<file path="src/dcache_settings.svh">
`ifndef DCACHE_SETTINGS_SVH
`define DCACHE_SETTINGS_SVH

// cache geometry
`define DC_INDEX_W  4                       // set index bits
`define DC_OFFSET_W 2                       // word-in-line bits
`define DC_WAYS     2                       // one LRU bit per set, so 2 only

// derived sizes
`define DC_SETS     (1 << `DC_INDEX_W)
`define DC_WORDS    (1 << `DC_OFFSET_W)
`define DC_TAG_W    (32 - `DC_INDEX_W - `DC_OFFSET_W - 2)

// address field positions, byte offset sits in [1:0]
`define DC_WORD_LSB  2
`define DC_INDEX_LSB (`DC_OFFSET_W + 2)
`define DC_TAG_LSB   (`DC_INDEX_W + `DC_OFFSET_W + 2)

`endif
</file>
<file path="src/dcache_pkg.sv">
`include "dcache_settings.svh"

package dcache_pkg;

    // pipeline request kinds
    typedef enum logic [1:0] {
        op_load  = 2'd0,
        op_store = 2'd1,
        op_inval = 2'd2
    } dc_op_e;

    // controller states
    typedef enum logic [2:0] {
        st_idle      = 3'd0,
        st_lookup    = 3'd1,
        st_miss_req  = 3'd2,
        st_miss_wait = 3'd3,
        st_wt_req    = 3'd4,
        st_wt_wait   = 3'd5,
        st_unc_req   = 3'd6,
        st_unc_wait  = 3'd7
    } dc_state_e;

    // one cache line, word 0 in the low lanes
    typedef logic [`DC_WORDS-1:0][31:0] dc_line_t;

    typedef struct packed {
        dc_op_e      op;
        logic        uncached;
        logic [31:0] paddr;     // physical address
        logic [31:0] wdata;     // store data, bytes in their own lanes
        logic [3:0]  wstrb;
    } dc_req_t;

    typedef struct packed {
        logic        wr;        // 1 for write-through / uncached store
        logic        line;      // whole line read on a cached miss
        logic [31:0] addr;
        logic [31:0] wdata;
        logic [3:0]  wstrb;
    } dc_mem_req_t;

    typedef struct packed {
        logic        valid;
        logic [31:0] rdata;
    } dc_resp_t;

endpackage

</file>
<file path="src/dcache_ctrl.sv">
`timescale 1ns/1ns
`include "dcache_settings.svh"

module dcache_ctrl (
    input  logic                   clk,
    input  logic                   rstn,
    input  logic                   req_valid,
    output logic                   req_ready,
    input  dcache_pkg::dc_req_t    req_q,
    input  logic [`DC_INDEX_W-1:0] index,
    input  logic [`DC_WAYS-1:0]    hit,
    output logic                   buf_load,
    output logic [`DC_WAYS-1:0]    tag_we,
    output logic [`DC_WAYS-1:0]    inval,
    output logic [`DC_WAYS-1:0]    line_we,
    output logic [`DC_WAYS-1:0]    word_we,
    output logic                   mem_start,
    input  logic                   mem_done,
    output logic                   sel_refill,
    output logic                   sel_way,
    output logic                   resp_valid
);

    dcache_pkg::dc_state_e state_q;
    dcache_pkg::dc_state_e state_d;

    logic [`DC_SETS-1:0] lru_q;     // way used most recently, per set
    logic                victim;
    logic [`DC_WAYS-1:0] victim_oh;
    logic                any_hit;

    // An invalidate marks the other way as most recent, so the not-recent way
    // is always an invalid one whenever the set holds one.
    assign victim    = ~lru_q[index];
    assign victim_oh = `DC_WAYS'(1) << victim;
    assign any_hit   = |hit;

    //////////////////////////////
    // next state and outputs
    //////////////////////////////

    always_comb begin
        state_d    = state_q;
        req_ready  = 1'b0;
        buf_load   = 1'b0;
        tag_we     = '0;
        inval      = '0;
        line_we    = '0;
        word_we    = '0;
        mem_start  = 1'b0;
        sel_refill = 1'b0;
        sel_way    = 1'b0;
        resp_valid = 1'b0;
        case (state_q)
            dcache_pkg::st_idle: begin
                req_ready = 1'b1;
                buf_load  = req_valid;
                if (req_valid) begin
                    state_d = dcache_pkg::st_lookup;
                end
            end
            dcache_pkg::st_lookup: begin
                if (req_q.op == dcache_pkg::op_inval) begin
                    inval      = hit;               // only the hitting way
                    resp_valid = 1'b1;
                    state_d    = dcache_pkg::st_idle;
                end else if (req_q.uncached) begin
                    state_d = dcache_pkg::st_unc_req;   // arrays bypassed
                end else if (req_q.op == dcache_pkg::op_store) begin
                    word_we = hit;                  // no allocate on a miss
                    state_d = dcache_pkg::st_wt_req;
                end else if (any_hit) begin
                    sel_way    = hit[1];
                    resp_valid = 1'b1;
                    state_d    = dcache_pkg::st_idle;
                end else begin
                    state_d = dcache_pkg::st_miss_req;
                end
            end
            dcache_pkg::st_miss_req: begin
                mem_start = 1'b1;
                state_d   = dcache_pkg::st_miss_wait;
            end
            dcache_pkg::st_miss_wait: begin
                if (mem_done) begin
                    line_we    = victim_oh;
                    tag_we     = victim_oh;
                    sel_refill = 1'b1;
                    resp_valid = 1'b1;
                    state_d    = dcache_pkg::st_idle;
                end
            end
            dcache_pkg::st_wt_req: begin
                mem_start = 1'b1;
                state_d   = dcache_pkg::st_wt_wait;
            end
            dcache_pkg::st_wt_wait: begin
                if (mem_done) begin
                    resp_valid = 1'b1;
                    state_d    = dcache_pkg::st_idle;
                end
            end
            dcache_pkg::st_unc_req: begin
                mem_start = 1'b1;
                state_d   = dcache_pkg::st_unc_wait;
            end
            dcache_pkg::st_unc_wait: begin
                if (mem_done) begin
                    sel_refill = 1'b1;              // word from the memory port
                    resp_valid = 1'b1;
                    state_d    = dcache_pkg::st_idle;
                end
            end
            default: state_d = dcache_pkg::st_idle;
        endcase
    end

    //////////////////////////////
    // state and LRU registers
    //////////////////////////////

    always_ff @(posedge clk) begin
        if (!rstn) begin
            state_q <= dcache_pkg::st_idle;
            lru_q   <= '0;
        end else begin
            state_q <= state_d;
            if (state_q == dcache_pkg::st_lookup && any_hit) begin
                if (req_q.op == dcache_pkg::op_inval) begin
                    lru_q[index] <= ~hit[1];        // freed way becomes victim
                end else if (req_q.op == dcache_pkg::op_load && !req_q.uncached) begin
                    lru_q[index] <= hit[1];
                end
            end else if (state_q == dcache_pkg::st_miss_wait && mem_done) begin
                lru_q[index] <= victim;             // refilled way
            end
        end
    end

endmodule

</file>
<file path="config.mk">
export PLATFORM = sky130hd
export DESIGN_NAME = dcache_ctrl
export DESIGN_NICKNAME = d
export VERILOG_FILES = /design/src/dcache_pkg.sv /design/src/dcache_ctrl.sv
export VERILOG_INCLUDE_DIRS = /design/src
export SDC_FILE = /design/constraint.sdc
export NUM_CORES = 1
export LEC_CHECK = 0
export ABC_AREA = 1
export BUFFER_PORTS_ARGS = -buffer_cell sky130_fd_sc_hd__buf_2
export CAP_MARGIN = 15
export CORE_MARGIN = 10
export CORE_UTILIZATION = 47
export CTS_BUF_LIST = sky130_fd_sc_hd__clkbuf_8
export CTS_CLUSTER_DIAMETER = 150
export DETAILED_ROUTE_END_ITERATION = 7
export GPL_TIMING_DRIVEN = 0
export PLACE_DENSITY = 0.89
export REMOVE_ABC_BUFFERS = 1
export SKIP_CTS_REPAIR_TIMING = 1
export SYNTH_ARGS = -nofsm -noshare
export SYNTH_HDL_FRONTEND = slang
export SYNTH_SLANG_ARGS = --single-unit
</file>
<file path="constraint.sdc">
create_clock -name clk -period 3.3 [get_ports clk]
set_clock_uncertainty 0.15 [all_clocks]
set_input_delay 0.495 -clock clk [delete_from_list [all_inputs] [get_ports clk]]
set_output_delay 0.495 -clock clk [all_outputs]
set_load 0.03 [all_outputs]
</file>
==> results.md <==
- The count of input and output buffers is 26.
- The floorplan step set the die width to 75.1 µm.
- The signal on the critical path passes through buf_2, inv_2, nand2_1, nand2_1, nand2_1, nand2_1, nand2_2, nand2_4, nor3_1, buf_2.
- The number of antenna violations at the first check in global routing was 0.
- The maximum resistive drop on vdd is around 0.21 mV.
- Among all flip-flop cells after synthesis, the most frequent one is sky130_fd_sc_hd__dfxtp_1.
- Measured against its own limit, the worst slew margin works out to 0.609.
- The tool flagged a number of max-cap violations equal to 0.
- The slowest stage of the critical path belongs to the cell sky130_fd_sc_hd__nor3_1.
- Counting flops with a built-in enable in the synthesized netlist gives 0.
- The top achievable clock speed is 416 MHz.
- Clock tree synthesis found a total of 19 sinks.
- The startpoint class of the critical path is a primary input.
- The global route total overflow is 0.
- The global routing met2 resource utilization is 0.210.
- The number of filler cells placed in the layout is 270.
- The critical path is of the primary input to primary output type.
- After the first detailed-routing iteration, the DRC count stood at 34.
- The maximum clock insertion buffer count is 2.
- TritonCTS built the clock tree.
- On the worst path, the slowest cell contributes a delay of roughly 270 ps.
- The repair_antennas step left the layout with diodes totalling 0.
- Counting stages on the worst path, the most repeated cell is sky130_fd_sc_hd__nand2_1.
- From synthesis to final layout, the design area changed by 8.41%.
- The number of global-route vias before repair is between 1,000 and 1,500.
- The worst register-to-register path has a setup slack of about 1500 ps.
- The via count of the routed design is around 1,400.
- Setup violations remaining at the end of the flow were counted as 0.
- The final max-slew violation count is 0.
- The part of the cycle the worst path needs is 0.729.
- For this run, design rule violations remaining after detail routing come to 0.
- The detail route stage leaves a number of antenna-violating nets equal to 0.
- Detailed placement finished with a half-perimeter wire length of 2460 µm.
- The flow ran to the end, and the final reports show no timing, DRC or antenna violations.
- The synthesized design contains 19 register bits.
- Yosys mapped the design onto 25 distinct sky130hd cell types.
- Summed over all instances, the cell type with the most area after synthesis is sky130_fd_sc_hd__dfxtp_1.
- The die covers roughly 5600 µm².
- Counting instances in the post-synthesis netlist gives the leading cell types as sky130_fd_sc_hd__nand2_1 (81), sky130_fd_sc_hd__dfxtp_1 (19), sky130_fd_sc_hd__o21ai_0 (19).
- The total routing usage reported by global routing is 0.122.
- The weighted congestion reported at the end of routability-driven placement is roughly 0.82.
- The initial core utilization is 0.505.
- In the post-synthesis netlist, the biggest area contributors are sky130_fd_sc_hd__dfxtp_1 (27%), sky130_fd_sc_hd__nand2_1 (21%), sky130_fd_sc_hd__nor3_2 (7.0%).
- At the later pin of the worst-skew pair, clock insertion delay measures 260 ps.
- The first global-routing pass estimated 5630 µm of wire.
- The cell chosen for the clock root is sky130_fd_sc_hd__clkbuf_8.
- The minimum clock period after layout is 2400 ps.
- The routing usage on met1 is 0.145.
- The Yosys step of the flow raised 0 warnings.
- The number of buffers and inverters on the critical path is 3.
- The most used routing layer is met2.
- For this run, global-route usage on met3 was measured as 0.0223.
- The top-level port count is 95.
- In this run the worst path has a maximum fanout of 12.
- The hold violation total from the final report is 0.
- The worst path required time is around 2700 ps.
- Setup slack closes at 895 ps.
- After clock tree synthesis, the clock-pin slew on the worst setup and hold paths is 70 ps.
- The vertical extent of the die is ~75 µm.
- At the worst endpoint, the arrival time is between 1500 and 2000 ps.
- After technology mapping, the gate count stands at roughly 220.
- Counting flops with an async set or reset pin after synthesis yields a share of 0.
- The static leakage power is about 0.66 nW.
- The core area is between 2000 and 3000 µm².
- Entering global routing, the biggest net connects 33 pins.
- The top cell family by delay on the critical path is simple AND/OR/NAND/NOR gates.
- Of the post-synthesis cell area, the dominant cell type holds 0.266.
- Setup repair after global routing left no endpoint under its margin.
- The proportion of synthesized chip area in sequential cells is 0.266.
- The worst setup path is captured at a primary output.
- The mean post-synth cell area is roughly 6.5 µm².
- CTS built an H-tree with a depth of 1.
- The first TritonRoute pass finished after 4 iterations.
- Prior to clock tree synthesis, the placed netlist has a worst setup slack of ~930 ps.
- In this run, CTS created clock tree buffers numbering 3.
- Measured on the finished design, the core utilization comes to 0.548.
- The number of vias per cell is 5.26.
- In this run the power density over the cells is ~370 nW/µm².
- The tightest min-delay check is of the flip-flop to flip-flop type.
- At the pin with the least slew margin, the transition time is approximately 600 ps.
- In the post-synthesis netlist, the cell with the most instances is sky130_fd_sc_hd__nand2_1.
- The routed length per placed instance is between 10 and 15 µm.
- After the last flow step, the layout net total stands at roughly 320.
- The layout cell share with drive strength beyond 1 is 0.246.
- The sum of negative setup slack is 0 ps.
- The cell area after technology mapping is 1430 µm².
- The final layout contains routed wiring with a total length of around 3300 µm.
- The floorplan row count is 19.
flip-flops by register name, summed over array words and instances, names as in the netlist:
register,cells
lru_q,16
state_q,3
metal layers:
metal / up-vias / wire [µm]
met4: 0 / 46
met2: 41 / 1450
li1: 750 / -
met3: 6 / 237
met1: 629 / 1570
met5: - / 0
area by class of cell:
class / count / area [µm²] / area share
Inverter: 18 / 67.6 / 0.0436
Sequential cell: 19 / 380 / 0.246
Clock buffer: 3 / 41.3 / 0.0267
Clock inverter: 1 / 5.00 / 0.00323
Tap cell: 31 / 38.8 / 0.0250
Timing Repair Buffer: 26 / 130 / 0.0840
Multi-Input combinational cell: 173 / 886 / 0.572
layout by cell type (no fill, tap or decap):
| master | netlist | routed |
|---|---|---|
| sky130_fd_sc_hd__a21oi_1 | 15 | 15 |
| sky130_fd_sc_hd__a21oi_2 | 4 | 4 |
| sky130_fd_sc_hd__a32oi_1 | 1 | 1 |
| sky130_fd_sc_hd__buf_2 | 0 | 26 |
| sky130_fd_sc_hd__clkbuf_8 | 0 | 3 |
| sky130_fd_sc_hd__clkinv_1 | 1 | 1 |
| sky130_fd_sc_hd__clkinv_2 | 0 | 1 |
| sky130_fd_sc_hd__dfxtp_1 | 19 | 19 |
| sky130_fd_sc_hd__inv_1 | 15 | 15 |
| sky130_fd_sc_hd__inv_2 | 2 | 2 |
| sky130_fd_sc_hd__nand2_1 | 81 | 81 |
| sky130_fd_sc_hd__nand2_2 | 5 | 5 |
| sky130_fd_sc_hd__nand2_4 | 3 | 3 |
| sky130_fd_sc_hd__nand3_1 | 2 | 2 |
| sky130_fd_sc_hd__nor2_1 | 12 | 12 |
| sky130_fd_sc_hd__nor2_2 | 1 | 1 |
| sky130_fd_sc_hd__nor2_4 | 3 | 3 |
| sky130_fd_sc_hd__nor3_1 | 13 | 13 |
| sky130_fd_sc_hd__nor3_2 | 10 | 10 |
| sky130_fd_sc_hd__o2111ai_1 | 1 | 1 |
| sky130_fd_sc_hd__o21ai_0 | 19 | 19 |
| sky130_fd_sc_hd__o21ai_4 | 1 | 1 |
| sky130_fd_sc_hd__o221ai_1 | 1 | 1 |
| sky130_fd_sc_hd__xor2_1 | 1 | 1 |
per-stage QoR:
step	hold WS, ps	power (mW)	cells	area, µm²
6_report	334	0.569	271	1550
3_3_place_gp	313	0.402	267	1500
2_1_floorplan	304	0.363	210	1330
4_1_cts	331	0.574	271	1550
5_1_grt	344	0.599	271	1550
3_5_place_dp	320	0.407	267	1500
worst min-delay path: stages (launching register included):
cell,delay [ps]
sky130_fd_sc_hd__dfxtp_1,310
sky130_fd_sc_hd__o21ai_0,70
sky130_fd_sc_hd__a21oi_1,60
path summary, 6_finish.rpt:
check / start / end / cells past startpoint
min reg2reg: lru_q[9] / lru_q[9] / 2
max reg2reg: state_q[0] / lru_q[13] / 7
max: index[0] / tag_we[1] / 10
min: lru_q[9] / lru_q[9] / 2
power by group:
group / switching [mW] / internal (mW)
combinational: 0.116 / 0.0399
sequential: 0.00922 / 0.236
clock: 0.0833 / 0.0842
total: 0.209 / 0.361
cells by family after synthesis:
logic type / after synthesis / share of synthesized area
xor+xnor: 1 / 0.00613
simple gates: 130 / 0.440
buf+inv: 29 / 0.114
compound gates: 42 / 0.173
flops: 19 / 0.266
Note: power is estimated with default switching activity, not from simulation.
