===== src/dcache_settings.svh =====
`ifndef DCACHE_SETTINGS_SVH
`define DCACHE_SETTINGS_SVH

// cache geometry
`define DC_INDEX_W  4                       // set index bits
`define DC_OFFSET_W 2                       // word-in-line bits
`define DC_WAYS     2                       // one LRU bit per set, so 2 only

// derived sizes
`define DC_SETS     (1 << `DC_INDEX_W)
`define DC_WORDS    (1 << `DC_OFFSET_W)
`define DC_TAG_W    (32 - `DC_INDEX_W - `DC_OFFSET_W - 2)

// address field positions, byte offset sits in [1:0]
`define DC_WORD_LSB  2
`define DC_INDEX_LSB (`DC_OFFSET_W + 2)
`define DC_TAG_LSB   (`DC_INDEX_W + `DC_OFFSET_W + 2)

`endif

===== src/dcache_pkg.sv =====
`include "dcache_settings.svh"

package dcache_pkg;

    // pipeline request kinds
    typedef enum logic [1:0] {
        op_load  = 2'd0,
        op_store = 2'd1,
        op_inval = 2'd2
    } dc_op_e;

    // controller states
    typedef enum logic [2:0] {
        st_idle      = 3'd0,
        st_lookup    = 3'd1,
        st_miss_req  = 3'd2,
        st_miss_wait = 3'd3,
        st_wt_req    = 3'd4,
        st_wt_wait   = 3'd5,
        st_unc_req   = 3'd6,
        st_unc_wait  = 3'd7
    } dc_state_e;

    // one cache line, word 0 in the low lanes
    typedef logic [`DC_WORDS-1:0][31:0] dc_line_t;

    typedef struct packed {
        dc_op_e      op;
        logic        uncached;
        logic [31:0] paddr;     // physical address
        logic [31:0] wdata;     // store data, bytes in their own lanes
        logic [3:0]  wstrb;
    } dc_req_t;

    typedef struct packed {
        logic        wr;        // 1 for write-through / uncached store
        logic        line;      // whole line read on a cached miss
        logic [31:0] addr;
        logic [31:0] wdata;
        logic [3:0]  wstrb;
    } dc_mem_req_t;

    typedef struct packed {
        logic        valid;
        logic [31:0] rdata;
    } dc_resp_t;

endpackage


===== src/dcache_req_buffer.sv =====
`timescale 1ns/1ns
`include "dcache_settings.svh"

module dcache_req_buffer (
    input  logic                    clk,
    input  logic                    rstn,
    input  logic                    load,
    input  dcache_pkg::dc_req_t     req_in,
    output dcache_pkg::dc_req_t     req_q,
    output logic [`DC_TAG_W-1:0]    tag,
    output logic [`DC_INDEX_W-1:0]  index,
    output logic [`DC_OFFSET_W-1:0] word
);

    logic held;     // a request has been captured since reset

    //////////////////////////////
    // request register
    //////////////////////////////

    always_ff @(posedge clk) begin
        if (load) begin
            req_q <= req_in;    // kept until the next accept
        end
    end

    always_ff @(posedge clk) begin
        if (!rstn) begin
            held <= 1'b0;
        end else if (load) begin
            held <= 1'b1;
        end
    end

    //////////////////////////////
    // address split
    //////////////////////////////

    // fields read as zero until the first request lands
    always_comb begin
        tag   = '0;
        index = '0;
        word  = '0;
        if (held) begin
            tag   = req_q.paddr[`DC_TAG_LSB +: `DC_TAG_W];
            index = req_q.paddr[`DC_INDEX_LSB +: `DC_INDEX_W];
            word  = req_q.paddr[`DC_WORD_LSB +: `DC_OFFSET_W];
        end
    end

endmodule


===== config.mk =====
export PLATFORM = sky130hd
export DESIGN_NAME = dcache_req_buffer
export DESIGN_NICKNAME = d
export VERILOG_FILES = /design/src/dcache_pkg.sv /design/src/dcache_req_buffer.sv
export VERILOG_INCLUDE_DIRS = /design/src
export SDC_FILE = /design/constraint.sdc
export NUM_CORES = 1
export LEC_CHECK = 0
export ABC_AREA = 1
export BUFFER_PORTS_ARGS = -buffer_cell sky130_fd_sc_hd__buf_2
export CORE_MARGIN = 5
export CORE_UTILIZATION = 43
export DETAILED_ROUTE_END_ITERATION = 8
export GPL_TIMING_DRIVEN = 0
export PLACE_DENSITY = 0.84
export SETUP_SLACK_MARGIN = 0.4
export SLEW_MARGIN = 5
export SYNTH_ARGS = -nofsm -noshare
export SYNTH_HDL_FRONTEND = slang
export SYNTH_SLANG_ARGS = --single-unit
export TNS_END_PERCENT = 5

===== constraint.sdc =====
create_clock -name clk -period 1.1 [get_ports clk]
set_input_delay 0.22 -clock clk [delete_from_list [all_inputs] [get_ports clk]]
set_output_delay 0.22 -clock clk [all_outputs]
set_load 0.05 [all_outputs]

==> results of run 1 <==
==> layout by cell type, fill, tap and decap left out, types with 2 or more instances in the layout <==
cell         n
clkinv_2     2
buf_8       19
buf_6       85
nand2_2      4
inv_2       15
nor2_1       2
inv_1       11
nand2_1     25
edfxtp_1    71
clkbuf_8     9
buf_2       72
clkinvlp_4   5
clkbuf_1     2
==> worst reg2reg max path, stage by stage (launching register included) <==
cell	delay, ps
dfxtp_4	360
nor2_1	100
nor2_1	50
==> cells by family (layout without fill, tap and decap cells) <==
group	count (synthesis)	after routing	share of synthesized area, %
buffers and inverters	34	221	6.20
flip-flops	72	72	88.8
AND/OR/NAND/NOR	32	32	4.96
==> worst paths after layout <==
| check | from | end | depth (start not counted) |
|---|---|---|---|
| setup / recovery | held$_SDFFE_PN0P_ | index[3] | 4 |
| hold / removal | req_in[30] | req_q[30]$_DFFE_PP_ | 1 |
| setup reg to reg | held$_SDFFE_PN0P_ | held$_SDFFE_PN0P_ | 2 |
| hold reg to reg | held$_SDFFE_PN0P_ | held$_SDFFE_PN0P_ | 2 |
==> layout make-up <==
class / count / area share [%]
multi-input cells: 32 / 3.22
clock inverters: 2 / 0.234
plain buffers: 3 / 0.967
clock buffers: 11 / 3.08
well taps: 72 / 2.11
inverters: 31 / 3.16
repair buffers: 174 / 36.7
flip-flops and latches: 72 / 50.5
==> per-layer routing <==
layer  global-route usage, %  up-vias  share of wire [%]
li1                        -      822                  -
met1                    17.6      829                 32
met2                    34.0      117                 54
met3                    10.5       10                 12
met4                    7.19        0                1.7
met5                       0        -                  0
==> power by group through the flow <==
stage / sequential (W) / combinational (W) / clock [W]
2_1_floorplan: 0.00414 / 0.000334 / 0
3_3_place_gp: 0.00339 / 0.00153 / 0
3_5_place_dp: 0.00340 / 0.00155 / 0
4_1_cts: 0.00339 / 0.00189 / 0.00165
5_1_grt: 0.00342 / 0.00201 / 0.00184
6_report: 0.00340 / 0.00195 / 0.00162
==> flip-flops by register name, indices dropped and copies added (netlist names) <==
name / count
held: 1
req_q: 71
==> through the flow <==
stage	hold slack, ps	area (µm²)	utilization (%)	worst slack, ps
after floorplan	319	2450	-	-159
after global placement	396	3410	62.0	-621
after detailed placement	398	3420	62.1	-201
after CTS	45.9	4210	76.4	-275
after global routing	28.5	4270	77.6	-354
final	63.2	4270	77.6	-285
==> what timing repair did <==
action,CTS,global route
resized for setup,208,31
hold endpoints to repair,0,0
setup buffers,0,0
endpoints found under the setup margin,173,101
pin swaps,0,0
hold buffers,0,0
==> out/qor.csv, run 1 <==
stage,metric,value,unit
layout,count of inserted antenna diode cells,0,
drt,detailed-route wire length per cell,17.4,µm
layout,Layout fillers,307,
layout,nets@finish,397,
drt,routed vias,1778,
floorplan,Die Height,85.1,µm
drt,DRC errors left,0,
pwr,overall power after layout,0.00697,W
logic_synthesis,Synth Instances,138,
drt,drt pass-1 iters,4,
layout,Non-Filler Instances,397,
clock_network,CTS tree,yes,
clock_network,clock transition at the registers of the reported paths,70,ps
logic_synthesis,number of unique standard cell types used by synthesis,6,
clock_network,clock buffer count from CTS,9,
global_route,antenna violations before repair,0,
sta,unrepaired setup endpoints after global routing,true,
layout,footprint of the multi-input gates,138,µm²
global_route,leftover overflow at the end of global routing,0,
worst_setup_path,peak per-stage delay on the critical path,360,ps
sta,final-report max-slew violation count,0,
sta,Layout Skew,0,ps
sta,worst-case setup margin in the final layout,-285,ps
drt,total routed wirelength,6.90,mm
worst_setup_path,element type at the critical path end,output port,
layout,fraction of final layout cells sized beyond drive strength 1,65.8,%
sta,number of setup violations in the final report,78,
logic_synthesis,most common cell in the netlist,edfxtp_1,
place,count of port buffers added during placement,174,
drt,routed via count divided by cell count,4.48,
outcome,violated checks,setup timing,
logic_synthesis,summed instance area of the synthesized netlist,0.00242,mm²
sta,final count of hold timing violations,0,
worst_setup_path,Worst Path Required,880,ps
logic_synthesis,part of the Yosys area used for sequential elements,88.8,%
worst_setup_path,data arrival time at the worst-slack endpoint,1160,ps
worst_setup_path,critical path cell sequence,buf_8 -> nand2_2 -> clkinvlp_4 -> buf_6,
pwr,largest vdd supply drop,0.00120,V
place,gpl congestion,0.766,
sta,headroom to the max-slew limit,65.7,%
worst_setup_path,WS Path Type,reg2out,
drt,First DRT Iteration DRCs,76,
pwr,sequential share of power,48.8,%
floorplan,total number of placement rows,27,
floorplan,Die Area,0.00723,mm²
worst_setup_path,"Buf+Inv Stages, Crit Path",3,
pwr,internal power consumption,0.00471,W
sta,final total negative setup slack,-9010,ps
place,cell total after placement,384,
worst_setup_path,worst-case register-to-register setup slack,480,ps
clock_network,CTS Root Cell,clkbuf_8,
clock_network,H-tree lvl count,3,
pwr,cell area power density,1630,mW/mm²
logic_synthesis,top area cells in the synthesized netlist,"edfxtp_1, inv_1, nand2_1, buf_6, dfxtp_1",
logic_synthesis,post-synthesis cell type with the largest combined area,edfxtp_1,
drt,remaining number of nets flagged by the antenna check after routing,0,
global_route,vias in the first global route,1907,
logic_synthesis,"EDFF count, synth",71,
logic_synthesis,mean area per synthesized cell,17.6,µm²
floorplan,area of the core,0.00551,mm²
logic_synthesis,"FF+latch count, synth",72,
global_route,first-pass GRT wire length,10.0,mm
worst_setup_path,cell with the largest stage delay on the worst path,dfxtp_4,
sta,transition time at the pin with the least slew margin,514,ps
pwr,switching power share of the total,32.4,%
logic_synthesis,flip-flop cell with the highest count after synthesis,edfxtp_1,
floorplan,horizontal die dimension,85.1,µm
sta,min Tclk post-route,1380,ps
logic_synthesis,most used standard cells in the synthesized netlist,"edfxtp_1, inv_1, nand2_1, buf_6, nor2_1",
pwr,Clk network pwr share,23.3,%
global_route,largest net degree at the start of global routing,73,
pwr,Pleak,1.97,nW
logic_synthesis,net count after synthesis,212,
worst_setup_path,maximum fanout count along the critical path,10,
job,max_cap viols,0,
outcome,run status,"complete, but fails checks",
sta,f_max,0.722,GHz
pwr,power share of the combinational group,27.9,%
worst_hold_path,Hold WC Path Type,in2reg,
floorplan,number of I/O pins,175,
logic_synthesis,fraction of post-synthesis cell area in the top cell type by area,88.0,%
logic_synthesis,number of synthesis warnings,0,
logic_synthesis,Async SR Flop Fraction,0,%
clock_network,clock insertion delay at the later pin of the skew report,320,ps
worst_setup_path,"Largest delay share family, worst path",buffers and inverters,
floorplan,effective utilization at floorplan,44.0,%
layout,sequential cell area,0.00216,mm²
global_route,overall routing resource usage,18.9,%
place,total half-perimeter wirelength after legalization and detailed placement,4.42,mm
worst_setup_path,startpoint class of the critical path,register,
clock_network,CTS Buffer Depth,2,
pwr,switching power of the nets,0.00226,W
clock_network,clock net sink count,72,
layout,area overhead of the layout relative to synthesis,76.3,%
sta,final period utilization,126,%
No activity file was read; power rests on OpenSTA's default activity.
==> inputs of run 2 (changes only) <==
- MAX_ROUTING_LAYER: not set -> met4
==> out/qor.csv, run 2 (same netlist as run 1, synthesis figures left out) <==
stage,metric,value,unit
layout,Layout fillers,307,
layout,nets@finish,397,
floorplan,effective utilization at floorplan,44.0,%
floorplan,Die Height,85.1,µm
drt,remaining number of nets flagged by the antenna check after routing,0,
worst_hold_path,number of stages on the worst hold path,1,
worst_setup_path,WS Path Type,reg2out,
clock_network,clock transition at the registers of the reported paths,70,ps
sta,final period utilization,125,%
outcome,violated checks,setup timing,
place,gpl congestion,0.776,
worst_setup_path,worst-case register-to-register setup slack,480,ps
place,area of placed instances,0.00342,mm²
sta,min Tclk post-route,1380,ps
drt,routed vias,1766,
clock_network,clock insertion delay at the later pin of the skew report,320,ps
place,count of port buffers added during placement,174,
worst_setup_path,Worst Path Required,880,ps
pwr,largest vdd supply drop,0.00119,V
layout,Non-Filler Instances,397,
drt,First DRT Iteration DRCs,93,
drt,detailed-route wire length per cell,17.2,µm
layout,largest registers in the final layout,"req_q (71), held (1)",
layout,most frequent cells in the layout,"buf_6, buf_2, edfxtp_1",
sta,final-report max-slew violation count,0,
drt,routed via count divided by cell count,4.45,
sta,number of setup violations in the final report,74,
pwr,cell area power density,1630,mW/mm²
sta,minimum hold slack,65.7,ps
global_route,leftover overflow at the end of global routing,0,
clock_network,H-tree lvl count,3,
floorplan,Die Area,0.00723,mm²
layout,"most common cell after layout, fill and taps aside",buf_6,
layout,Largest register FFs,71,
sta,final count of hold timing violations,0,
worst_setup_path,endpoint of the most critical register-to-register path,held$_SDFFE_PN0P_,
outcome,run status,"complete, but fails checks",
layout,count of inserted antenna diode cells,0,
worst_setup_path,cell with the largest stage delay on the worst path,dfxtp_4,
worst_setup_path,peak per-stage delay on the critical path,370,ps
job,max_cap viols,0,
floorplan,horizontal die dimension,85.1,µm
global_route,vias in the first global route,1933,
pwr,Pleak,1.97,nW
worst_setup_path,data arrival time at the worst-slack endpoint,1160,ps
clock_network,clock buffer count from CTS,9,
drt,drt pass-1 iters,4,
layout,area overhead of the layout relative to synthesis,76.3,%
clock_network,CTS Buffer Depth,2,
sta,transition time at the pin with the least slew margin,511,ps
clock_network,CTS Root Cell,clkbuf_8,
place,cell total after placement,384,
worst_hold_path,Hold WC Path Type,in2reg,
layout,Layout Cell Area excl Fill,0.00427,mm²
worst_setup_path,critical path cell sequence,buf_8 -> nand2_2 -> clkinvlp_4 -> buf_6,
layout,fraction of final layout cells sized beyond drive strength 1,65.8,%
place,total half-perimeter wirelength after legalization and detailed placement,4.42,mm
worst_setup_path,maximum fanout count along the critical path,10,
worst_setup_path,path depth of the worst reg2reg path,2,
sta,Layout Skew,0,ps
sta,unrepaired setup endpoints after global routing,true,
drt,DRC errors left,0,
clock_network,buffers inserted during post-CTS setup optimization,0,
layout,utilization after layout,77.6,%
worst_setup_path,element type at the critical path end,output port,
clock_network,clock net sink count,72,
worst_setup_path,startpoint class of the critical path,register,
drt,total routed wirelength,6.83,mm
floorplan,total number of placement rows,27,
layout,Largest Register,req_q,
global_route,largest net degree at the start of global routing,73,
worst_setup_path,origin of the critical flop-to-flop path,held$_SDFFE_PN0P_,
sta,worst-case setup margin in the final layout,-279,ps
global_route,antenna violations before repair,0,
worst_setup_path,Critical Path Source,held$_SDFFE_PN0P_,
global_route,first-pass GRT wire length,9.95,mm
worst_hold_path,startpoint of the tightest hold check path,req_in[30],
global_route,overall routing resource usage,19.4,%
clock_network,CTS tree,yes,
worst_hold_path,capture endpoint of the worst hold path,req_q[30]$_DFFE_PP_,
floorplan,area of the core,0.00551,mm²
place,DP Worst Slack,-201,ps
floorplan,number of I/O pins,175,
sta,f_max,0.725,GHz
sta,headroom to the max-slew limit,65.9,%
## run 2: cell counts in the layout (fill, tap and decap cells not counted)
No cell type changed its count.
## run 2: area by class of cell
cell class	count	area [µm²]	share of cell area [%]
plain buffers	3	41.3	0.967
clock buffers	11	131	3.08
clock inverters	2	10.0	0.234
inverters	31	135	3.16
multi-input cells	32	138	3.22
flip-flops and latches	72	2160	50.5
well taps	72	90.1	2.11
repair buffers	174	1570	36.7
## run 2: critical path: cells and delay by family (launching register included)
kind	cells	cell delay, ps
flops	1	370
simple gates	1	90
buf+inv	3	380
## run 2: layer usage
layer	routed length [µm]	vias up	GRT usage [%]
li1	-	823	-
met2	3700	120	33.8
met3	730	11	8.16
met4	116	0	7.63
met1	2290	812	18.9
met5	0	-	-
## run 2: report_power, final
| group | total (W) | internal, W | switching (W) |
|---|---|---|---|
| clock network | 0.00161 | 0.000775 | 0.000837 |
| logic | 0.00195 | 0.000673 | 0.00127 |
| registers | 0.00340 | 0.00326 | 0.000136 |
## run 2: worst max-delay path by stage
| stage | endpoint |
|---|---|
| after detailed placement | req_q[12]$_DFFE_PP_ |
| after CTS | tag[11] |
| final | index[3] |
| after floorplan | tag[10] |
| after global routing | index[3] |
| after global placement | req_q[65]$_DFFE_PP_ |
## run 2: what timing repair did
action,in CTS,in global routing
hold buffers,0,0
hold endpoints to repair,0,0
setup endpoints to repair,173,101
cloned,0,0
resized for setup,208,31
## run 2: stage by stage
stage                     TNS (ps)  power (W)
final                        -8720    0.00696
after global routing        -14150    0.00726
after CTS                    -9850    0.00694
after detailed placement    -15500    0.00494
after global placement      -45330    0.00491
after floorplan              -4580    0.00448
