## config.mk

```make
export PLATFORM = sky130hd
export DESIGN_NAME = dcache_mem_port
export DESIGN_NICKNAME = d
export VERILOG_FILES = /design/src/dcache_pkg.sv /design/src/dcache_mem_port.sv
export VERILOG_INCLUDE_DIRS = /design/src
export SDC_FILE = /design/constraint.sdc
export NUM_CORES = 1
export LEC_CHECK = 0
export BUFFER_PORTS_ARGS = -buffer_cell sky130_fd_sc_hd__buf_2
export CORE_AREA = 5 5 169 171
export CTS_CLUSTER_DIAMETER = 200
export CTS_CLUSTER_SIZE = 12
export DETAILED_ROUTE_END_ITERATION = 8
export DIE_AREA = 0 0 174 176
export RECOVER_POWER = 100
export SETUP_SLACK_MARGIN = 0.4
export SYNTH_ARGS = -nofsm -noshare
export SYNTH_HDL_FRONTEND = slang
export SYNTH_SLANG_ARGS = --single-unit
```

## constraint.sdc

```tcl
create_clock -name clk -period 6.9 [get_ports clk]
set_input_delay 2.07 -clock clk [delete_from_list [all_inputs] [get_ports clk]]
set_output_delay 2.07 -clock clk [all_outputs]
set_load 0.03 [all_outputs]
```

## src/dcache_settings.svh

```systemverilog
`ifndef DCACHE_SETTINGS_SVH
`define DCACHE_SETTINGS_SVH

// cache geometry
`define DC_INDEX_W  4                       // set index bits
`define DC_OFFSET_W 2                       // word-in-line bits
`define DC_WAYS     2                       // one LRU bit per set, so 2 only

// derived sizes
`define DC_SETS     (1 << `DC_INDEX_W)
`define DC_WORDS    (1 << `DC_OFFSET_W)
`define DC_TAG_W    (32 - `DC_INDEX_W - `DC_OFFSET_W - 2)

// address field positions, byte offset sits in [1:0]
`define DC_WORD_LSB  2
`define DC_INDEX_LSB (`DC_OFFSET_W + 2)
`define DC_TAG_LSB   (`DC_INDEX_W + `DC_OFFSET_W + 2)

`endif
```

## src/dcache_pkg.sv

```systemverilog
`include "dcache_settings.svh"

package dcache_pkg;

    // pipeline request kinds
    typedef enum logic [1:0] {
        op_load  = 2'd0,
        op_store = 2'd1,
        op_inval = 2'd2
    } dc_op_e;

    // controller states
    typedef enum logic [2:0] {
        st_idle      = 3'd0,
        st_lookup    = 3'd1,
        st_miss_req  = 3'd2,
        st_miss_wait = 3'd3,
        st_wt_req    = 3'd4,
        st_wt_wait   = 3'd5,
        st_unc_req   = 3'd6,
        st_unc_wait  = 3'd7
    } dc_state_e;

    // one cache line, word 0 in the low lanes
    typedef logic [`DC_WORDS-1:0][31:0] dc_line_t;

    typedef struct packed {
        dc_op_e      op;
        logic        uncached;
        logic [31:0] paddr;     // physical address
        logic [31:0] wdata;     // store data, bytes in their own lanes
        logic [3:0]  wstrb;
    } dc_req_t;

    typedef struct packed {
        logic        wr;        // 1 for write-through / uncached store
        logic        line;      // whole line read on a cached miss
        logic [31:0] addr;
        logic [31:0] wdata;
        logic [3:0]  wstrb;
    } dc_mem_req_t;

    typedef struct packed {
        logic        valid;
        logic [31:0] rdata;
    } dc_resp_t;

endpackage

```

## src/dcache_mem_port.sv

```systemverilog
`timescale 1ns/1ns
`include "dcache_settings.svh"

module dcache_mem_port (
    input  logic                     clk,
    input  logic                     rstn,
    input  logic                     start,
    input  dcache_pkg::dc_req_t      req_q,
    input  logic [`DC_OFFSET_W-1:0]  word,
    input  logic                     line_fill,
    output logic                     mem_req,
    output dcache_pkg::dc_mem_req_t  mem_cmd,
    input  logic                     mem_addr_ok,
    input  logic                     mem_data_ok,
    input  dcache_pkg::dc_line_t     mem_rdata,
    output logic                     done,
    output dcache_pkg::dc_line_t     fill_line,
    output logic [31:0]              refill_word
);

    logic                 pending_q;    // request raised, address not taken yet
    logic                 wait_q;       // address taken, waiting for data
    logic                 take_data;
    dcache_pkg::dc_line_t line_q;

    assign mem_req   = start | pending_q;
    assign take_data = wait_q & mem_data_ok;

    // command comes straight from the held request, stable while mem_req is up
    always_comb begin
        mem_cmd.wr    = (req_q.op == dcache_pkg::op_store);
        mem_cmd.line  = line_fill;
        mem_cmd.addr  = line_fill ? {req_q.paddr[31:`DC_INDEX_LSB], `DC_INDEX_LSB'(0)}
                                  : req_q.paddr;
        mem_cmd.wdata = req_q.wdata;
        mem_cmd.wstrb = req_q.wstrb;
    end

    always_ff @(posedge clk) begin
        if (!rstn) begin
            pending_q <= 1'b0;
            wait_q    <= 1'b0;
            done      <= 1'b0;
        end else begin
            pending_q <= mem_req & ~mem_addr_ok;
            if (mem_req && mem_addr_ok) begin
                wait_q <= 1'b1;
            end else if (mem_data_ok) begin
                wait_q <= 1'b0;
            end
            done <= take_data;      // one cycle after data_ok
        end
    end

    always_ff @(posedge clk) begin
        if (take_data) begin
            line_q <= mem_rdata;
        end
    end

    assign fill_line   = line_q;
    assign refill_word = line_fill ? line_q[word] : line_q[0];  // single words come in lane 0

endmodule

```

==> out/qor.txt, run 1 <==
Via density -> 4.26
Final setup vio count -> 0
Gr ovfl total -> 0
Critical path required time -> 4.83 ns
Final nets -> 816
Latest clock arrival within the worst-skew pair -> 0.41 ns
Average cell area after synthesis -> 16.2 sq um
Total die area -> 30600 sq um
Worst r2r src -> wait_q
RSZ-0062 raised after global routing -> no
Number of global-route vias before repair -> 4415
Max-Slew Margin vs Limit -> -142%
Violated checks -> max-capacitance violations, max-slew violations
Synthesized netlist cell count -> 359
Worst hold start -> wait_q
Clk_skew -> 0.0124 ns
Final ANT Viol Nets -> 0
Starting Density -> 21.8%
FFs w/ async S/R, synth -> 0%
Largest net degree at the start of global routing -> 79
Drt initial violations -> 182
Crit path max fanout -> 39
Cell variety after synth -> 23
Core Region -> 26700 sq um
Drt pass-1 iters -> 4
CTS buffer count -> 17
Final Non-Filler Cells -> 963
Number of synthesized flops with an enable pin -> 128
Antenna diodes -> 0
Synth Register Bits -> 131
Critical path origin -> word[0]
Routed WL -> 22600 microns
Avg WL per Cell -> 23.5 microns
Routability congestion estimate -> 0.846
Clock buffer depth -> 2
CTS sink count -> 131
Seq/Total Area, Yosys -> 67.2%
CTS tree -> built
Status -> complete, but fails checks
Mapped cell area -> 5810 sq um
IO Pins -> 439
Pwr/cell area -> 274 nW/um^2
HPWL after DPL -> 17800 microns
Top FF cell, synth -> edfxtp_1
Fin crit period -> 6.13 ns
Startpoint Class -> primary input
Area Overhead vs Synth -> 31.1%
Crit. End Element -> output port
Initial antenna violation count -> 1
CP Class -> in -> out
Tcrit/Tclk final -> 88.9%
Slew Limit Fails -> 51
First-pass GRT wire length -> 31100 microns
Die H -> 176 microns
CTS H-tree lvls -> 4
DR vias -> 4107
WP data arrival -> 4.06 ns
Clock transition at path regs -> 0.07 ns
Hold buffer count at CTS -> 0
CTS root buf -> clkbuf_16
Number of fill cells -> 2836
Post-CTS Resized -> 0
Leak -> 2.71 nW
# DRC -> 0
Postcts setup bufs -> 0
Row Count -> 60
Least-Margin Pin Slew -> 3.63 ns
Chip width -> 174 microns
Share of cells above drive strength 1 -> 41.2%
Setup TNS -> 0 ns
Max Cap Violations -> 1
PortBufs -> 309
Max VDD drop -> 0.0974 mV
Inst Count DP -> 931
HP Class -> reg -> reg
Synth Warn # -> 0
Hold Vio Cnt, Final -> 0
Syn_nets -> 566
GRT Total Usage -> 14.0%
Peak Freq -> 163 MHz
[layout make-up]
| class | count | area, sq um | area share, % |
|---|---|---|---|
| multi-input combinational | 142 | 1280 | 16.8 |
| inverter | 1 | 3.75 | 0.0493 |
| clock inverter | 14 | 166 | 2.18 |
| clock buffer | 18 | 429 | 5.63 |
| sequential | 131 | 3900 | 51.2 |
| timing repair buffer | 316 | 1410 | 18.5 |
| tap | 341 | 427 | 5.60 |
[placed cells by master (no fill, tap or decap), drive strengths merged]
cell type / n
and3: 1
mux2: 32
and3b: 1
inv: 8
edfxtp: 128
a21oi: 32
nand2b: 1
or2: 1
dfxtp: 3
clkinvlp: 3
a21boi: 1
nand2: 3
and2: 1
clkinv: 2
o22ai: 64
clkbuf: 185
buf: 149
nor2b: 5
bufinv: 2
[state kept, by name (all words and copies together), names as in the netlist]
name,count
done,1
wait_q,1
pending_q,1
fill_line,128
[where the power goes]
part	leakage [nW]	internal [mW]	total (mW)	switching (mW)
clock	0.282	0.545	0.931	0.386
sequential	1.19	0.901	0.914	0.0127
combinational	1.23	0.0807	0.244	0.163
total	2.71	1.53	2.09	0.562
[synth_stat cells, types with 2 or more instances]
library cell  count  area [sq um]
o22ai_2          20           250
nand2_2           2          12.5
o22ai_1          44           275
a21oi_1          12          60.1
dfxtp_1           3          60.1
nor2b_1           5          31.3
clkbuf_1          3          11.3
mux2_2           12           135
a21oi_2          20           175
buf_4            69           518
edfxtp_1        128          3840
buf_8             2          30.0
buf_2            10          50.1
mux2_4           20           300
[cells by family (layout without fill, tap and decap cells)]
family                 after synthesis  after routing  share of synthesized area, %
flip-flops                         131            131                          67.2
AO/OA/AOI/OAI                       97             97                          13.2
buffers and inverters               86            349                          10.7
multiplexers                        32             32                          7.49
AND/OR/NAND/NOR                     13             13                          1.40
[per-layer routing]
metal | share of wire, % | routed length (microns) | vias to the layer above | GRT usage (%)
li1 | - | - | 1836 | -
met1 | 32 | 7200 | 1960 | 12.9
met2 | 52 | 11700 | 265 | 25.3
met3 | 12 | 2700 | 46 | 7.00
met4 | 4.7 | 1050 | 0 | 7.56
met5 | 0 | 0 | - | 0
[worst paths after layout]
| check | slack, ns | depth (start not counted) | endpoint |
|---|---|---|---|
| max | 0.77 | 6 | refill_word[10] |
| min | 0.50 | 2 | wait_q |
| max reg2reg | 3.09 | 2 | fill_line[64] |
| min reg2reg | 0.50 | 2 | wait_q |
[worst max-delay path, stage by stage]
cell and delay, ns:
buf_4 0.49, nand2_1 0.39, clkbuf_2 0.43, o22ai_1 0.27, a21oi_2 0.11, clkbuf_1 0.27
[per-stage QoR]
| step | power, mW | hold slack [ns] | utilization [%] | area (sq um) | setup slack (ns) |
|---|---|---|---|---|---|
| 4_1_cts | 2.13 | 0.500 | 29.3 | 7840 | 1.06 |
| 5_1_grt | 2.18 | 0.535 | 28.5 | 7620 | 0.573 |
| 2_1_floorplan | 1.16 | 0.460 | - | 5810 | 1.41 |
| 6_report | 2.09 | 0.497 | 28.5 | 7620 | 0.766 |
| 3_5_place_dp | 1.19 | 0.489 | 27.1 | 7250 | 1.05 |
| 3_3_place_gp | 1.18 | 0.480 | 27.1 | 7250 | 1.05 |
Note: power is estimated with default switching activity, not from simulation.
==> run 2: changes to the inputs <==
--- a/config.mk
+++ b/config.mk
@@ -12,6 +12,7 @@
 export CTS_CLUSTER_SIZE = 12
 export DETAILED_ROUTE_END_ITERATION = 8
 export DIE_AREA = 0 0 174 176
+export PLACE_DENSITY_LB_ADDON = 0.25
 export RECOVER_POWER = 100
 export SETUP_SLACK_MARGIN = 0.4
 export SYNTH_ARGS = -nofsm -noshare
==> out/qor.txt, run 2 (synthesized netlist as in run 1, its figures left out) <==
Chip width -> 174 microns (unchanged)
Pwr/cell area -> 279 nW/um^2 (was 274 nW/um^2)
WP data arrival -> 4.26 ns (was 4.06 ns)
Hold Vio Cnt, Final -> 0 (unchanged)
DR vias -> 4086 (was 4107)
Register Area -> 3900 sq um (unchanged)
Crit path max fanout -> 21 (was 39)
Crit path max-delay cell type -> clkbuf_1 (was buf_4)
Latest clock arrival within the worst-skew pair -> 0.41 ns (about the same)
Final core occ -> 28.5% (about the same)
Number of fill cells -> 2860 (was 2836)
Leak -> 2.73 nW (was 2.71 nW)
Max incr delay on CP -> 0.96 ns (was 0.49 ns)
IO Pins -> 439 (unchanged)
Peak Freq -> 158 MHz (was 163 MHz)
Critical path required time -> 4.83 ns (about the same)
Drt pass-1 iters -> 4 (unchanged)
Final setup vio count -> 0 (unchanged)
Commonest non-fill, non-tap cells in the layout -> 159 x clkbuf_1, 151 x buf_2, 128 x edfxtp_1 (was 166 x clkbuf_1, 144 x buf_2, 128 x edfxtp_1)
Final nets -> 815 (was 816)
Gr ovfl total -> 0 (unchanged)
Psw -> 560 uW (was 562 uW)
Combinational group share of total power -> 11.4% (was 11.7%)
Starting Density -> 21.8% (unchanged)
Hold path depth -> 1 (was 2)
Max FFs per register -> 128 (unchanged)
Routed WL -> 23100 microns (was 22600 microns)
Tcrit/Tclk final -> 91.8% (was 88.9%)
Multi-input logic area -> 1240 sq um (was 1280 sq um)
Commonest non-fill, non-tap cell in the layout -> clkbuf_1 (unchanged)
HPWL after DPL -> 18100 microns (was 17800 microns)
Share of cells above drive strength 1 -> 41.4% (was 41.2%)
Most Frequent Cell on Critical Path -> clkbuf_1
Postcts setup bufs -> 0 (unchanged)
Status -> complete, but fails checks (unchanged)
Worst R2R Path Depth -> 2 (unchanged)
RSZ-0062 raised after global routing -> no (unchanged)
CTS root buf -> clkbuf_16 (unchanged)
Die H -> 176 microns (unchanged)
Area Overhead vs Synth -> 30.9% (was 31.1%)
CP Class -> in -> out (unchanged)
PortBufs -> 309 (unchanged)
Routability congestion estimate -> 0.807 (was 0.846)
Slew Limit Fails -> 59 (was 51)
Violated checks -> max-capacitance violations, max-slew violations (unchanged)
Met1 Use GR -> 12.2% (was 12.9%)
Post-CTS Resized -> 0 (unchanged)
Max VDD drop -> 0.106 mV (was 0.0974 mV)
Fin crit period -> 6.33 ns (was 6.13 ns)
Initial antenna violation count -> 6 (was 1)
First-pass GRT wire length -> 31500 microns (was 31100 microns)
Switch share -> 26.3% (was 26.9%)
GR Util met2 -> 26.5% (was 25.3%)
Final ANT Viol Nets -> 0 (unchanged)
Global route hottest layer -> met2 (unchanged)
GRT met3 Usage -> 8.20% (was 7.00%)
Setup TNS -> 0 ns (unchanged)
Clk_skew -> 0.0110 ns (was 0.0124 ns)
Inst Count DP -> 930 (was 931)
Final Non-Filler Cells -> 963 (unchanged)
CTS H-tree lvls -> 4 (unchanged)
Max-Slew Margin vs Limit -> -175% (was -142%)
Worst-path cell chain -> buf_2 > clkbuf_1 > o22ai_1 > a21oi_1 > clkbuf_1 (was buf_4 > nand2_1 > clkbuf_2 > o22ai_1 > a21oi_2 > clkbuf_1)
Max Cap Violations -> 1 (unchanged)
Part of the power in registers -> 43.0% (was 43.8%)
Pint -> 1.57 mW (was 1.53 mW)
Hold buffer count at CTS -> 0 (unchanged)
Startpoint Class -> primary input (unchanged)
# DRC -> 0 (unchanged)
Number of global-route vias before repair -> 4340 (was 4415)
Least-Margin Pin Slew -> 4.12 ns (was 3.63 ns)
Crit. End Element -> output port (unchanged)
Via density -> 4.24 (was 4.26)
Largest net degree at the start of global routing -> 71 (was 79)
Avg WL per Cell -> 24.0 microns (was 23.5 microns)
Core Region -> 26700 sq um (unchanged)
Clock transition at path regs -> 0.07 ns (about the same)
HP Class -> reg -> reg (unchanged)
CTS buffer count -> 17 (unchanged)
CTS sink count -> 131 (unchanged)
Row Count -> 60 (unchanged)
GRT Total Usage -> 14.2% (was 14.0%)
Clock buffer depth -> 2 (unchanged)
Total die area -> 30600 sq um (unchanged)
Drt initial violations -> 150 (was 182)
Clock Power Share -> 45.6% (was 44.6%)
CTS tree -> built (unchanged)
## run 2: changes by cell type in the layout (fill, tap and decap cells not counted), moves of 2 or more
cell,previous run,this run
buf_2,144,151
o22ai_2,19,13
buf_4,3,5
inv_6,5,2
clkbuf_2,2,0
inv_8,2,4
o22ai_1,45,51
clkinvlp_4,3,1
clkbuf_1,166,159
clkinv_4,2,4
## run 2: area by class of cell
cell class	count	area share, %
well taps	341	5.61
diodes	1	0.0329
repair buffers	315	18.5
clock inverters	14	2.57
flip-flops and latches	131	51.3
multi-input cells	142	16.3
clock buffers	18	5.64
inverters	1	0.0493
## run 2: final timing paths
path / from / endpoint / slack, ns
max: line_fill / refill_word[29] / 0.57
min: wait_q / done / 0.51
max reg2reg: wait_q / fill_line[66] / 2.82
min reg2reg: wait_q / done / 0.51
## run 2: power groups by stage
stage                     sequential, mW  clock, mW  combinational (mW)
after global routing               0.916       1.04               0.258
after CTS                          0.912       1.01               0.258
after detailed placement           0.929          0               0.257
after floorplan                    0.969          0               0.187
final                              0.914      0.970               0.242
after global placement             0.929          0               0.256
## run 2: critical path: cells and delay by family
kind	cells	cell delay (ns)
buffers and inverters	3	1.80
AO/OA/AOI/OAI	2	0.38
## run 2: metal layers
metal,vias to the layer above,share of wire (%)
li1,1841,-
met1,1914,30
met2,279,54
met3,42,13
met4,10,3.7
met5,-,0.32
## run 2: metrics by stage
step	total power, mW	hold slack (ns)	setup slack, ns	instance area (sq um)
global route	2.22	0.512	0.452	7610
CTS	2.18	0.508	0.695	7850
floorplan	1.16	0.460	1.41	5810
finish	2.12	0.506	0.567	7610
global placement	1.18	0.489	0.707	7230
detailed placement	1.19	0.497	0.748	7230
==> run 3: changes to the inputs <==
--- a/config.mk
+++ b/config.mk
@@ -6,12 +6,13 @@
 export SDC_FILE = /design/constraint.sdc
 export NUM_CORES = 1
 export LEC_CHECK = 0
+export ABC_AREA = 1
 export BUFFER_PORTS_ARGS = -buffer_cell sky130_fd_sc_hd__buf_2
-export CORE_AREA = 5 5 169 171
+export CORE_AREA = 2 2 169 171
 export CTS_CLUSTER_DIAMETER = 200
 export CTS_CLUSTER_SIZE = 12
 export DETAILED_ROUTE_END_ITERATION = 8
-export DIE_AREA = 0 0 174 176
+export DIE_AREA = 0 0 171 173
 export PLACE_DENSITY_LB_ADDON = 0.25
 export RECOVER_POWER = 100
 export SETUP_SLACK_MARGIN = 0.4
==> out/qor.txt, run 3 <==
Worst R2R Path Depth -> 3 (was 2)
IO Pins -> 439 (unchanged)
Syn_nets -> 767 (was 566)
HPWL after DPL -> 17500 microns (was 18100 microns)
Avg WL per Cell -> 19.4 microns (was 24.0 microns)
Total die area -> 29600 sq um (was 30600 sq um)
Routed WL -> 23300 microns (was 23100 microns)
HP Class -> reg -> reg (unchanged)
Postcts setup bufs -> 0 (unchanged)
CTS root buf -> clkbuf_16 (unchanged)
Area Overhead vs Synth -> 31.2% (was 30.9%)
Largest net degree at the start of global routing -> 58 (was 71)
PortBufs -> 309 (unchanged)
CTS tree -> built (unchanged)
CP Class -> in -> out (unchanged)
Cell variety after synth -> 15 (was 23)
Commonest non-fill, non-tap cell in the layout -> nand2_1 (was clkbuf_1)
CTS buffer count -> 17 (unchanged)
Drt pass-1 iters -> 4 (unchanged)
Crit. End Element -> output port (unchanged)
Routability congestion estimate -> 0.743 (was 0.807)
Clock Power Share -> 44.0% (was 45.6%)
# DRC -> 0 (unchanged)
Final setup vio count -> 0 (unchanged)
Cell taking the most area after synthesis -> edfxtp_1 (unchanged)
Crit path max fanout -> 32 (was 21)
Post-route cell area -> 7710 sq um (was 7610 sq um)
Share of cells above drive strength 1 -> 23.4% (was 41.4%)
Seq/Total Area, Yosys -> 66.5% (was 67.2%)
Worst hold start -> wait_q (unchanged)
R2R Setup Slk -> 2.60 ns (was 2.82 ns)
Post-CTS Resized -> 0 (unchanged)
WP data arrival -> 4.09 ns (was 4.26 ns)
Setup TNS -> 0 ns (unchanged)
Pwr/cell area -> 266 nW/um^2 (was 279 nW/um^2)
Total power draw -> 2.05 mW (was 2.12 mW)
CTS H-tree lvls -> 4 (unchanged)
Worst R2R End -> fill_line[93] (was fill_line[66])
Synth Warn # -> 0 (unchanged)
Count leader, synth -> nand2_1 (was edfxtp_1)
Via density -> 3.82 (was 4.24)
Pre-CTS setup slack -> 1.04 ns (was 0.748 ns)
Max incr delay on CP -> 0.94 ns (was 0.96 ns)
Pint -> 1.48 mW (was 1.57 mW)
Hold path depth -> 2 (was 1)
Clk_skew -> 0.0123 ns (was 0.0110 ns)
Max VDD drop -> 0.113 mV (was 0.106 mV)
Violated checks -> max-capacitance violations, max-slew violations (unchanged)
Fin crit period -> 6.16 ns (was 6.33 ns)
Worst r2r src -> wait_q (unchanged)
Switch share -> 27.8% (was 26.3%)
Chip width -> 171 microns (was 174 microns)
Clock transition at path regs -> 0.07 ns (about the same)
Commonest non-fill, non-tap cells in the layout -> 226 x nand2_1, 160 x clkbuf_1, 151 x buf_2 (was 159 x clkbuf_1, 151 x buf_2, 128 x edfxtp_1)
Critical path required time -> 4.83 ns (about the same)
Row Count -> 61 (was 60)
Number of global-route vias before repair -> 4574 (was 4340)
Core Region -> 27600 sq um (was 26700 sq um)
Status -> complete, but fails checks (unchanged)
Largest cells by area after synthesis -> edfxtp_1 65%, nand2_1 14%, buf_4 9.2%, inv_1 4.6%, nand3_1 2.8% (was edfxtp_1 66%, buf_4 8.9%, mux2_4 5.2%, o22ai_1 4.7%, o22ai_2 4.3%)
Post-synth top cells -> 226 x nand2_1, 128 x edfxtp_1, 72 x buf_4, 72 x inv_1, 33 x nand3_1 (was 128 x edfxtp_1, 69 x buf_4, 44 x o22ai_1)
Synth top area share -> 65.4% (was 66.1%)
Worst-path cell chain -> buf_2 > nor2_4 > nand2_1 > nand2_1 > nand2_1 > nand2_1 > clkbuf_1 (was buf_2 > clkbuf_1 > o22ai_1 > a21oi_1 > clkbuf_1)
Drt initial violations -> 159 (was 150)
Hold Path Sink -> wait_q (was done)
CTS sink count -> 131 (unchanged)
First-pass GRT wire length -> 31600 microns (was 31500 microns)
Gr ovfl total -> 0 (unchanged)
Initial antenna violation count -> 0 (was 6)
RSZ-0062 raised after global routing -> no (unchanged)
Hold buffer count at CTS -> 0 (unchanged)
Number of synthesized flops with an enable pin -> 128 (unchanged)
Startpoint Class -> primary input (unchanged)
PnR worst setup slack -> 0.738 ns (was 0.567 ns)
Die H -> 173 microns (was 176 microns)
GRT Total Usage -> 15.2% (was 14.2%)
Least-Margin Pin Slew -> 2.56 ns (was 4.12 ns)
Synth Register Bits -> 131 (unchanged)
Crit path max-delay cell type -> nor2_4 (was clkbuf_1)
Tcrit/Tclk final -> 89.3% (was 91.8%)
FFs w/ async S/R, synth -> 0% (unchanged)
Mapped cell area -> 5870 sq um (was 5810 sq um)
Placed Area -> 7360 sq um (was 7230 sq um)
Most Frequent Cell on Critical Path -> nand2_1 (was clkbuf_1)
Final nets -> 1016 (was 815)
Starting Density -> 21.3% (was 21.8%)
Max Cap Violations -> 1 (unchanged)
Part of the power in registers -> 44.6% (was 43.0%)
Slew Limit Fails -> 58 (was 59)
Synthesized netlist cell count -> 560 (was 359)
Antenna diodes -> 0 (was 1)
DR vias -> 4578 (was 4086)
Latest clock arrival within the worst-skew pair -> 0.41 ns (about the same)
Peak Freq -> 162 MHz (was 158 MHz)
Hold Vio Cnt, Final -> 0 (unchanged)
Max-Slew Margin vs Limit -> -71.7% (was -175%)
Max FFs per register -> 128 (unchanged)
Leak -> 3.37 nW (was 2.73 nW)
Clock buffer depth -> 2 (unchanged)
Psw -> 570 uW (was 560 uW)
Final ANT Viol Nets -> 0 (unchanged)
Top FF cell, synth -> edfxtp_1 (unchanged)
Combinational group share of total power -> 11.4% (about the same)
Average cell area after synthesis -> 10.5 sq um (was 16.2 sq um)
-- run 3: changes by cell type after synthesis, moves of 20 or more --
| cell | before | now |
|---|---|---|
| a21oi_2 | 20 | 0 |
| inv_1 | 1 | 72 |
| mux2_4 | 20 | 0 |
| nand2_1 | 1 | 226 |
| nand3_1 | 0 | 33 |
| o22ai_1 | 44 | 0 |
| o22ai_2 | 20 | 0 |
-- run 3: cell type report --
class,count,area [sq um]
Inverter,73,278
Timing Repair Buffer,316,1410
Sequential cell,131,3900
Clock buffer,19,443
Fill cell,3060,19900
Multi-Input combinational cell,270,1080
Clock inverter,13,126
Tap cell,378,473
-- run 3: logic make-up after synthesis --
logic type             synth area share (%)
and+or+nand+nor                        18.3
buffers and inverters                  15.1
DFF                                    66.5
AOI/OAI and AO/OA                     0.149
-- run 3: metal layers --
layer	vias up	track usage (%)	wire length (microns)
met4	0	6.89	844
met5	-	0	0
met1	2109	13.8	7610
met2	227	28.6	12400
li1	2205	-	-
met3	37	6.61	2450
-- run 3: power groups by stage --
stage	clock network, mW	registers [mW]	logic, mW
floorplan	0	0.973	0.171
global placement	0	0.929	0.247
detailed placement	0	0.929	0.248
CTS	0.932	0.912	0.248
global route	0.960	0.917	0.255
finish	0.902	0.914	0.234
-- run 3: worst max path at each step --
stage           startpoint               to  slack (ns)  cells past startpoint
6_report           word[1]  refill_word[16]        0.74                      7
5_1_grt            word[0]   refill_word[7]        0.50                      8
4_1_cts            word[1]  refill_word[30]        1.04                      6
3_5_place_dp       word[1]  refill_word[30]        1.04                      6
3_3_place_gp       word[1]  refill_word[31]        1.05                      6
2_1_floorplan  mem_data_ok     fill_line[0]        1.81                      2
-- run 3: critical path: cells and delay by family --
family | cells | cell delay (ns)
buffers and inverters | 2 | 0.66
AND/OR/NAND/NOR | 5 | 1.34
-- run 3: per-stage QoR --
stage               cells  hold slack (ns)  utilization (%)
floorplan             560            0.433                -
global route         1200            0.515             27.9
CTS                  1200            0.480             28.7
finish               1200            0.475             27.9
global placement     1168            0.462             26.6
detailed placement   1168            0.467             26.6
